$ cat config.mk
export PLATFORM = sky130hd
export DESIGN_NAME = sms_chipset
export DESIGN_NICKNAME = d
export VERILOG_FILES = /design/src/sms_pkg.sv /design/src/cpu_bus_if.sv /design/src/cpu_bus_sequencer.sv /design/src/memory_mapper.sv /design/src/vdp_port.sv /design/src/cpu_read_mux.sv /design/src/sms_chipset.sv
export SDC_FILE = /design/constraint.sdc
export NUM_CORES = 1
export LEC_CHECK = 0
export BUFFER_PORTS_ARGS = -buffer_cell sky130_fd_sc_hd__buf_4
export CORE_AREA = 2 2 115 117
export DETAILED_ROUTE_END_ITERATION = 7
export DIE_AREA = 0 0 117 119
export MAX_ROUTING_LAYER = met4
export PLACE_DENSITY = 0.89
export SLEW_MARGIN = 5
export SYNTH_ARGS = -nofsm -noshare
export SYNTH_HDL_FRONTEND = slang
export SYNTH_SLANG_ARGS = --single-unit
$ cat constraint.sdc
create_clock -name i_clk -period 3.7 [get_ports i_clk]
set_clock_uncertainty 0.05 [all_clocks]
set_input_delay 0 -clock i_clk [delete_from_list [all_inputs] [get_ports i_clk]]
set_output_delay 0 -clock i_clk [all_outputs]
set_load 0.03 [all_outputs]
$ cat src/sms_pkg.sv
package sms_pkg;

  // ====================================================================
  // Bus and address widths
  // ====================================================================
  localparam int ADDR_W      = 16;  // Z80 address
  localparam int DATA_W      = 8;
  localparam int ROM_ADDR_W  = 24;  // Mapped cartridge address
  localparam int VRAM_ADDR_W = 14;

  // CPU clock enable divider
  localparam int CLK_DIV      = 7;
  localparam int CLK_CNT_W    = $clog2(CLK_DIV);
  localparam int CLK_EN_START = CLK_DIV / 2 + 1;  // Count where enable rises

  // Memory mapper
  localparam int                SLOT_COUNT     = 3;
  localparam logic [DATA_W-1:0] MEM_CTRL_RESET = 8'hF7;  // Bit 3 low selects BIOS
  localparam logic [ADDR_W-1:0] SLOT_BASE      = 16'hFFFD;

  // VDP registers and status
  localparam int                VDP_REG_COUNT = 11;
  localparam logic [DATA_W-1:0] VDP_REG_RESET = 8'h00;
  localparam int                SPRITE_X_W    = 5;
  localparam logic [SPRITE_X_W-1:0] SPRITE_X_NONE = 5'b11111;

  // I/O port classes, encoded as {addr[7:6], addr[0]}
  typedef enum logic [2:0] {
    IO_MEM_CTRL = 3'b000,
    IO_JOY_CTRL = 3'b001,
    IO_V_COUNT  = 3'b010,
    IO_H_COUNT  = 3'b011,  // PSG write shares this class
    IO_VDP_DATA = 3'b100,
    IO_VDP_CTRL = 3'b101,
    IO_JOY_A    = 3'b110,
    IO_JOY_B    = 3'b111
  } io_port_t;

  // Mode number 0 to 4
  typedef logic [2:0] vdp_mode_t;

  function automatic io_port_t io_port_of(input logic [ADDR_W-1:0] addr);
    return io_port_t'({addr[7:6], addr[0]});
  endfunction

endpackage

$ cat src/cpu_bus_if.sv
// Decoded Z80 bus, shared by all peripherals
interface cpu_bus_if import sms_pkg::*; ();

  logic [ADDR_W-1:0] addr;
  logic [DATA_W-1:0] wdata;
  logic              io_rd;     // Active-high levels for the whole cycle
  logic              io_wr;
  logic              mem_rd;
  logic              mem_wr;
  logic              cpu_edge;  // One cpuClock wide

  modport sequencer (
    output addr, wdata, io_rd, io_wr, mem_rd, mem_wr, cpu_edge
  );

  modport peripheral (
    input addr, wdata, io_rd, io_wr, mem_rd, mem_wr, cpu_edge
  );

endinterface

$ cat src/cpu_bus_sequencer.sv
module cpu_bus_sequencer import sms_pkg::*; (
  input  logic              i_clk,
  input  logic              i_n_hard_reset,
  input  logic [ADDR_W-1:0] i_cpu_addr,
  input  logic [DATA_W-1:0] i_cpu_data,
  input  logic              i_n_rd,
  input  logic              i_n_wr,
  input  logic              i_n_mreq,
  input  logic              i_n_iorq,
  output logic              o_cpu_clk_en,
  cpu_bus_if.sequencer      bus
);

  logic [CLK_CNT_W-1:0] clk_cnt;

  // Divide by CLK_DIV, count wraps after CLK_DIV-1
  always_ff @(posedge i_clk) begin
    if (!i_n_hard_reset) begin
      clk_cnt <= '0;
    end else if (clk_cnt == CLK_CNT_W'(CLK_DIV - 1)) begin
      clk_cnt <= '0;
    end else begin
      clk_cnt <= clk_cnt + 1'b1;
    end
  end

  assign o_cpu_clk_en = clk_cnt >= CLK_CNT_W'(CLK_EN_START);  // 3 high, 4 low
  assign bus.cpu_edge = clk_cnt == CLK_CNT_W'(CLK_EN_START);  // First high cycle

  // Strobes are active high from here on
  assign bus.io_rd  = !i_n_rd && !i_n_iorq;
  assign bus.io_wr  = !i_n_wr && !i_n_iorq;
  assign bus.mem_rd = !i_n_rd && !i_n_mreq;
  assign bus.mem_wr = !i_n_wr && !i_n_mreq;

  assign bus.addr  = i_cpu_addr;
  assign bus.wdata = i_cpu_data;

endmodule

$ cat src/memory_mapper.sv
module memory_mapper import sms_pkg::*; (
  input  logic                  i_clk,
  input  logic                  i_n_hard_reset,
  cpu_bus_if.peripheral         bus,
  input  logic [DATA_W-1:0]     i_ram_data,
  input  logic [DATA_W-1:0]     i_bios_data,
  input  logic [DATA_W-1:0]     i_rom_data,
  output logic [ROM_ADDR_W-1:0] o_rom_addr,
  output logic                  o_ram_we,
  output logic [DATA_W-1:0]     o_mem_data
);

  logic [DATA_W-1:0] slot [SLOT_COUNT];
  logic [DATA_W-1:0] mem_ctrl;
  logic [1:0]        region;
  logic [1:0]        slot_offset;
  logic              slot_wr;
  logic              ctrl_wr;

  assign region      = bus.addr[15:14];
  assign slot_offset = bus.addr[1:0] - SLOT_BASE[1:0];
  assign slot_wr     = bus.mem_wr && (bus.addr >= SLOT_BASE);
  assign ctrl_wr     = bus.io_wr && (io_port_of(bus.addr) == IO_MEM_CTRL);

  // ====================================================================
  // Slot and memory-control registers
  // ====================================================================
  always_ff @(posedge i_clk) begin
    if (!i_n_hard_reset) begin
      for (int i = 0; i < SLOT_COUNT; i++) begin
        slot[i] <= DATA_W'(i);  // Identity mapping of the first 48K
      end
      mem_ctrl <= MEM_CTRL_RESET;
    end else if (bus.cpu_edge) begin
      if (slot_wr) begin
        slot[slot_offset] <= bus.wdata;  // FFFD..FFFF
      end
      if (ctrl_wr) begin
        mem_ctrl <= bus.wdata;
      end
    end
  end

  // Region 3 is RAM, passed through unmapped
  assign o_rom_addr = (region == 2'd3) ? ROM_ADDR_W'(bus.addr)
                                       : ROM_ADDR_W'({slot[region], bus.addr[13:0]});

  assign o_ram_we = bus.mem_wr && (region == 2'd3);

  always_comb begin
    if (bus.mem_rd && region != 2'd3) begin
      o_mem_data = mem_ctrl[3] ? i_rom_data : i_bios_data;  // Bit 3 set once BIOS is done
    end else begin
      o_mem_data = i_ram_data;
    end
  end

endmodule

$ cat src/vdp_port.sv
module vdp_port import sms_pkg::*; (
  input  logic                   i_clk,
  input  logic                   i_n_hard_reset,
  cpu_bus_if.peripheral          bus,
  input  logic                   i_frame_int,
  input  logic                   i_sprite_collision,
  input  logic                   i_too_many_sprites,
  input  logic [SPRITE_X_W-1:0]  i_sprite_x,
  output logic [VRAM_ADDR_W-1:0] o_vram_addr,
  output logic                   o_vram_wr,
  output logic                   o_vram_rd,
  output logic                   o_cram_sel,
  output vdp_mode_t              o_mode,
  output logic [VRAM_ADDR_W-1:0] o_name_base,
  output logic [VRAM_ADDR_W-1:0] o_color_base,
  output logic [VRAM_ADDR_W-1:0] o_pattern_base,
  output logic [VRAM_ADDR_W-1:0] o_sprite_attr_base,
  output logic [VRAM_ADDR_W-1:0] o_sprite_pattern_base,
  output logic [3:0]             o_backdrop_color,
  output logic [DATA_W-1:0]      o_x_scroll,
  output logic [DATA_W-1:0]      o_y_scroll,
  output logic [DATA_W-1:0]      o_line_count,
  output logic                   o_video_on,
  output logic                   o_frame_int_en,
  output logic                   o_sprite_large,
  output logic                   o_sprite_zoom,
  output logic [DATA_W-1:0]      o_status
);

  logic [DATA_W-1:0] vdp_reg [VDP_REG_COUNT];
  logic [DATA_W-1:0] first_byte;   // Held until the second control byte
  logic              second_byte;
  logic              data_rd_q;
  logic              status_rd_q;
  logic              int_flag;
  logic              coll_flag;
  logic              data_wr, data_rd, ctrl_wr, ctrl_rd;
  vdp_mode_t         mode;

  assign data_wr = bus.io_wr && (io_port_of(bus.addr) == IO_VDP_DATA);
  assign data_rd = bus.io_rd && (io_port_of(bus.addr) == IO_VDP_DATA);
  assign ctrl_wr = bus.io_wr && (io_port_of(bus.addr) == IO_VDP_CTRL);
  assign ctrl_rd = bus.io_rd && (io_port_of(bus.addr) == IO_VDP_CTRL);

  assign o_vram_wr = data_wr && bus.cpu_edge;
  assign o_vram_rd = data_rd && bus.cpu_edge;

  // ====================================================================
  // Control and data port
  // ====================================================================
  always_ff @(posedge i_clk) begin
    if (!i_n_hard_reset) begin
      o_vram_addr <= '0;
      o_cram_sel  <= 1'b0;
      second_byte <= 1'b0;
      data_rd_q   <= 1'b0;
      for (int i = 0; i < VDP_REG_COUNT; i++) begin
        vdp_reg[i] <= VDP_REG_RESET;
      end
    end else if (bus.cpu_edge) begin
      data_rd_q <= data_rd;
      // Read increments once the read cycle is over
      if (data_wr || (data_rd_q && !data_rd)) begin
        o_vram_addr <= o_vram_addr + 1'b1;
      end
      if (ctrl_rd || data_rd || data_wr) begin
        second_byte <= 1'b0;
      end
      if (ctrl_wr) begin
        second_byte <= !second_byte;
        if (!second_byte) begin
          first_byte <= bus.wdata;
        end else if (!bus.wdata[7]) begin  // VRAM address, bit 6 ignored
          o_vram_addr <= {bus.wdata[5:0], first_byte};
          o_cram_sel  <= 1'b0;
        end else if (bus.wdata[7:6] == 2'd2 && bus.wdata[3:0] < VDP_REG_COUNT) begin
          vdp_reg[bus.wdata[3:0]] <= first_byte;
        end else begin
          o_vram_addr <= VRAM_ADDR_W'(first_byte[5:0]);  // CRAM index
          o_cram_sel  <= 1'b1;
        end
      end
    end
  end

  // Sticky flags, cleared after a status read ends
  always_ff @(posedge i_clk) begin
    if (!i_n_hard_reset) begin
      int_flag    <= 1'b0;
      coll_flag   <= 1'b0;
      status_rd_q <= 1'b0;
    end else begin
      if (i_frame_int) int_flag <= 1'b1;
      if (i_sprite_collision) coll_flag <= 1'b1;
      if (bus.cpu_edge) begin
        status_rd_q <= ctrl_rd;
        if (status_rd_q && !ctrl_rd) begin
          int_flag  <= 1'b0;
          coll_flag <= 1'b0;
        end
      end
    end
  end

  assign o_status = {int_flag, i_too_many_sprites, coll_flag,
                     i_too_many_sprites ? i_sprite_x : SPRITE_X_NONE};

  // ====================================================================
  // Mode and table decode
  // ====================================================================
  assign mode = vdp_reg[0][2] ? 3'd4 :  // M4
                vdp_reg[1][3] ? 3'd3 :  // M3
                vdp_reg[0][1] ? 3'd2 :  // M2
                vdp_reg[1][4] ? 3'd1 : 3'd0;
  assign o_mode = mode;

  assign o_name_base        = {vdp_reg[2][3:1], 11'b0};
  assign o_color_base       = (mode == 3'd2) ? {vdp_reg[3][7], 13'b0} : {vdp_reg[3], 6'b0};
  assign o_pattern_base     = (mode == 3'd4) ? '0 :
                              (mode == 3'd2) ? {vdp_reg[4][2], 13'b0} :
                                               {vdp_reg[4][2:0], 11'b0};
  assign o_sprite_attr_base = {vdp_reg[5][6:1], 8'b0};
  assign o_sprite_pattern_base = (mode == 3'd4) ? {vdp_reg[6][2], 13'b0}
                                                : {vdp_reg[6][2:0], 11'b0};

  assign o_backdrop_color = vdp_reg[7][3:0];
  assign o_x_scroll       = vdp_reg[8];
  assign o_y_scroll       = vdp_reg[9];
  assign o_line_count     = vdp_reg[10];
  assign o_video_on       = vdp_reg[1][6];
  assign o_frame_int_en   = vdp_reg[1][5];
  assign o_sprite_large   = vdp_reg[1][1];  // 16 pixel sprites
  assign o_sprite_zoom    = vdp_reg[1][0];

endmodule

$ cat src/cpu_read_mux.sv
module cpu_read_mux import sms_pkg::*; (
  input  logic              i_clk,
  cpu_bus_if.peripheral     bus,
  input  logic [6:0]        i_buttons,
  input  logic [DATA_W-1:0] i_vram_data,
  input  logic [DATA_W-1:0] i_status,
  input  logic [DATA_W-1:0] i_v_counter,
  input  logic [DATA_W-1:0] i_h_counter,
  input  logic [DATA_W-1:0] i_mem_data,
  output logic [DATA_W-1:0] o_cpu_data_in
);

  logic [6:1]        buttons_q;  // Button 0 is the board reset
  logic [DATA_W-1:0] joy_data;

  always_ff @(posedge i_clk) begin
    buttons_q <= i_buttons[6:1];
  end

  // Joypad lines are active low
  assign joy_data = {2'b00, ~buttons_q[2:1], ~buttons_q[6:3]};

  always_comb begin
    o_cpu_data_in = i_mem_data;
    if (bus.io_rd) begin
      case (io_port_of(bus.addr))
        IO_VDP_DATA:        o_cpu_data_in = i_vram_data;
        IO_VDP_CTRL:        o_cpu_data_in = i_status;
        IO_JOY_A, IO_JOY_B: o_cpu_data_in = joy_data;  // Both pads read the same
        IO_V_COUNT:         o_cpu_data_in = i_v_counter;
        IO_H_COUNT:         o_cpu_data_in = i_h_counter;
        default:            o_cpu_data_in = i_mem_data;
      endcase
    end
  end

endmodule

$ cat src/sms_chipset.sv
module sms_chipset import sms_pkg::*; (
  input  logic                   i_clk,
  input  logic                   i_n_hard_reset,
  // Z80 bus
  input  logic [ADDR_W-1:0]      i_cpu_addr,
  input  logic [DATA_W-1:0]      i_cpu_data,
  input  logic                   i_n_rd,
  input  logic                   i_n_wr,
  input  logic                   i_n_mreq,
  input  logic                   i_n_iorq,
  output logic                   o_cpu_clk_en,
  output logic [DATA_W-1:0]      o_cpu_data_in,
  // Memories
  input  logic [DATA_W-1:0]      i_ram_data,
  input  logic [DATA_W-1:0]      i_bios_data,
  input  logic [DATA_W-1:0]      i_rom_data,
  output logic [ROM_ADDR_W-1:0]  o_rom_addr,
  output logic                   o_ram_we,
  // Inputs from the pads and the renderer
  input  logic [6:0]             i_buttons,
  input  logic [DATA_W-1:0]      i_vram_data,
  input  logic [DATA_W-1:0]      i_h_counter,
  input  logic [DATA_W-1:0]      i_v_counter,
  input  logic                   i_frame_int,
  input  logic                   i_sprite_collision,
  input  logic                   i_too_many_sprites,
  input  logic [SPRITE_X_W-1:0]  i_sprite_x,
  // Renderer control
  output logic [VRAM_ADDR_W-1:0] o_vram_addr,
  output logic                   o_vram_wr,
  output logic                   o_vram_rd,
  output logic                   o_cram_sel,
  output vdp_mode_t              o_mode,
  output logic [VRAM_ADDR_W-1:0] o_name_base,
  output logic [VRAM_ADDR_W-1:0] o_color_base,
  output logic [VRAM_ADDR_W-1:0] o_pattern_base,
  output logic [VRAM_ADDR_W-1:0] o_sprite_attr_base,
  output logic [VRAM_ADDR_W-1:0] o_sprite_pattern_base,
  output logic [3:0]             o_backdrop_color,
  output logic [DATA_W-1:0]      o_x_scroll,
  output logic [DATA_W-1:0]      o_y_scroll,
  output logic [DATA_W-1:0]      o_line_count,
  output logic                   o_video_on,
  output logic                   o_frame_int_en,
  output logic                   o_sprite_large,
  output logic                   o_sprite_zoom,
  output logic [DATA_W-1:0]      o_status
);

  logic [DATA_W-1:0] mem_data;

  cpu_bus_if bus ();

  cpu_bus_sequencer u_sequencer (
    .i_clk(i_clk), .i_n_hard_reset(i_n_hard_reset),
    .i_cpu_addr(i_cpu_addr), .i_cpu_data(i_cpu_data),
    .i_n_rd(i_n_rd), .i_n_wr(i_n_wr), .i_n_mreq(i_n_mreq), .i_n_iorq(i_n_iorq),
    .o_cpu_clk_en(o_cpu_clk_en), .bus(bus.sequencer)
  );

  memory_mapper u_mapper (
    .i_clk(i_clk), .i_n_hard_reset(i_n_hard_reset), .bus(bus.peripheral),
    .i_ram_data(i_ram_data), .i_bios_data(i_bios_data), .i_rom_data(i_rom_data),
    .o_rom_addr(o_rom_addr), .o_ram_we(o_ram_we), .o_mem_data(mem_data)
  );

  vdp_port u_vdp (
    .i_clk(i_clk), .i_n_hard_reset(i_n_hard_reset), .bus(bus.peripheral),
    .i_frame_int(i_frame_int), .i_sprite_collision(i_sprite_collision),
    .i_too_many_sprites(i_too_many_sprites), .i_sprite_x(i_sprite_x),
    .o_vram_addr(o_vram_addr), .o_vram_wr(o_vram_wr), .o_vram_rd(o_vram_rd),
    .o_cram_sel(o_cram_sel), .o_mode(o_mode),
    .o_name_base(o_name_base), .o_color_base(o_color_base),
    .o_pattern_base(o_pattern_base), .o_sprite_attr_base(o_sprite_attr_base),
    .o_sprite_pattern_base(o_sprite_pattern_base),
    .o_backdrop_color(o_backdrop_color), .o_x_scroll(o_x_scroll),
    .o_y_scroll(o_y_scroll), .o_line_count(o_line_count),
    .o_video_on(o_video_on), .o_frame_int_en(o_frame_int_en),
    .o_sprite_large(o_sprite_large), .o_sprite_zoom(o_sprite_zoom),
    .o_status(o_status)
  );

  cpu_read_mux u_read_mux (
    .i_clk(i_clk), .bus(bus.peripheral), .i_buttons(i_buttons),
    .i_vram_data(i_vram_data), .i_status(o_status),
    .i_v_counter(i_v_counter), .i_h_counter(i_h_counter),
    .i_mem_data(mem_data), .o_cpu_data_in(o_cpu_data_in)
  );

endmodule

==> impl_metrics.yaml <==
run_status:
  status: "complete, no violations"
global_route:
  grt_max_degree: 38
  grt_pass1_wl_um: 28580
  grt_overflow: 0
  antenna_found_initial: 0
  grt_pass1_vias: 5643
  grt_usage: 0.2760
cells_and_area:
  largest_reg_flops: 59
  n_fill_cell: 929
  insertedDiodeCount: 0
  fin_nets: 960
  ff_latch_area_um2: 3253
  syn_to_final_growth_pct: 33.17
  drive_gt1_frac: 0.2911
  multi_input_area_um2: 2731
  stdcell_count: 1052
worst_setup_path:
  path_max_fanout: 13
  cpMaxStageDelayCell: "o21ai_0"
  cp.required_ps: 3690
  max_stage_delay_ps: 730
  worstPathArrival_ps: 3040
  worst_setup_path_end_kind: "flop"
  path_cells: "dlygate4sd3_1 -> buf_4 -> nor3b_1 -> nand3_1 -> nor4_1 -> nand2_1 -> o21ai_0"
  crit_path_start_kind: "primary input"
  path_class: "in -> reg"
drt:
  drt_iter0_markers: 499
  drt-pass1-iter-count: 5
  viasPerCell: 5.430
  remaining_drc_errors: 0
  drtAntennaViolNets: 0
  wire_per_inst_um: 17.67
  num_vias: 5712
  drt_wl_total_um: 18590
sta:
  final.setup.tns_ps: 0
  finalSetupViolCount: 0
  rsz0062_at_grt: "no"
  setup_slack_ps: 646.2
  min_period_ps: 3054
  fmax_mhz: 327.5
  maxSlewViolCount: 0
  post-route-period-util: 0.8253
  slew_headroom: 0.2980
  hold_viol: 0
  tightest_slew_ps: 1045
logic_synthesis:
  synth_compound_area_frac: 0.1183
  synth_xor_area_frac: 0
  ys_seq_area_frac: 0.4960
  synth_edf_count: 83
  yosysWarningCount: 0
  synthCells: 664
  synthArstFlopShare: 0
  synthMuxAreaShare: 0.05074
  yosys.area_share.simple: 0.2110
  yosysTopAreaCell: "edfxtp_1"
  ys_ff_latch: 121
  yosys-top-cells-area: "edfxtp_1 38%, dfxtp_1 12%, buf_4 8.0%"
  yosys_most_used_dff: "edfxtp_1"
  avgSynthCellArea_um2: 9.878
  synth_top_family_by_area: "simple AND/OR/NAND/NOR gates"
  synthAdderAreaFrac: 0.007631
  netlist_area_um2: 6559
  synth_top_area_frac: 0.3800
  ys_types: 64
pwr:
  ir_drop_mv: 0.2484
  seqPwrFrac: 0.395
  leakage_nw: 3.731
  p_int_w: 0.002804
  p_per_area_nw_per_um2: 432.9
  p_sw_w: 0.0009780
  power_frac_comb: 0.140
  switching_share: 0.2586
  p_clk_frac: 0.465
clock_tree:
  cts-resized-gates: 0
  clock_latency_ps: 410
  cts_max_path_buffers: 2
  cts_num_sinks: 121
  clk_pin_slew_ps: 50
  cts_tree: "yes"
  htree_levels: 4
  root_buffer: "clkbuf_16"
  cts_buffers: 17
placement:
  dp_hpwl_um: 12870
  dp.cells: 1000
  place_congestion: 0.9004
  io_buffers: 206
  pre_cts_slack_ps: 809.2
die:
  io_pins: 257
  core-area_um2: 12870
  fp.dieArea_um2: 13920
  start_util: 0.5094
  dieHeight_um: 119
  rows: 42
  die_w_um: 117
min_path:
  hold_path_class: "in -> reg"
flow_run:
  cap_violations: 0
## critical path: cells and delay by family
kind	cells	cell delay, ps
AO/OA/AOI/OAI	1	730
AND/OR/NAND/NOR	4	1600
buffers and inverters	2	700
## final cells by class
class / instances / area share
Clock buffer: 19 / 0.04956
Clock inverter: 13 / 0.02163
Inverter: 29 / 0.01246
Multi-Input combinational cell: 461 / 0.3127
Sequential cell: 121 / 0.3724
Tap cell: 176 / 0.02521
Timing Repair Buffer: 233 / 0.2060
## what timing repair did
| action | in CTS | in global routing |
|---|---|---|
| hold buffers | 20 | 0 |
| endpoints found under the hold margin | 45 | 0 |
| endpoints found under the setup margin | 0 | 0 |
| buffers inserted | 0 | 0 |
## metrics by stage
stage	hold WS (ps)	utilization	cell area [µm²]	power (W)
6_report	71.14	0.6784	8735	0.003782
3_5_place_dp	55.60	0.6146	7913	0.002027
5_1_grt	107.1	0.6784	8735	0.003882
2_1_floorplan	-22.28	-	6739	0.001876
3_3_place_gp	55.10	0.6146	7913	0.002020
4_1_cts	66.08	0.6784	8735	0.003776
## worst paths after layout
check / from / to / slack [ps] / cells past startpoint
setup / recovery: i_n_iorq / u_vdp.vdp_reg[5][5] / 650 / 7
hold / removal: i_cpu_addr[6] / u_mapper.mem_ctrl[3] / 70 / 5
setup reg to reg: u_sequencer.clk_cnt[0] / u_vdp.vdp_reg[5][5] / 850 / 6
hold reg to reg: u_vdp.vdp_reg[10][0] / u_vdp.vdp_reg[10][0] / 410 / 2
## metal layers
layer  up-vias  global-route usage  part of all wire
met3        52             0.06667             0.083
met1      2641              0.3137              0.37
met5         -                   -                 0
li1       2657                   -                 -
met2       362              0.4668              0.52
met4         0              0.1074             0.029
## placed cells by master, fill, tap and decap left out, types with 29 or more instances in the layout
master,Yosys,final
buf_4,70,213
edfxtp_1,83,83
nand2_1,63,63
conb_1,1,49
nor2_1,42,42
dfxtp_1,38,38
and2_1,33,33
nor3_1,32,32
mux2i_1,31,31
inv_1,29,29
## synth_stat cells, types with 13 or more instances
library cell / n
a211oi_1: 13
a21oi_1: 21
and2_1: 33
buf_4: 70
clkbuf_1: 26
dfxtp_1: 38
edfxtp_1: 83
inv_1: 29
mux2i_1: 31
nand2_1: 63
nor2_1: 42
nor2b_1: 24
nor3_1: 32
o21ai_0: 24
## power groups by stage
stage / clock (W) / sequential [W] / combinational [W]
after floorplan: 0 / 0.00155 / 0.000329
final: 0.00176 / 0.00149 / 0.000528
after global routing: 0.00182 / 0.00150 / 0.000561
after detailed placement: 0 / 0.00152 / 0.000505
after CTS: 0.00176 / 0.00149 / 0.000525
after global placement: 0 / 0.00152 / 0.000498
## cell families (layout without fill, tap and decap cells)
family | count (synthesis) | in the layout
adders and majority gates | 4 | 4
DFF | 121 | 121
muxes | 33 | 33
buffers and inverters | 130 | 294
other | 1 | 49
and+or+nand+nor | 260 | 260
AOI/OAI and AO/OA | 115 | 115
Power figures use the tool's default switching activity.
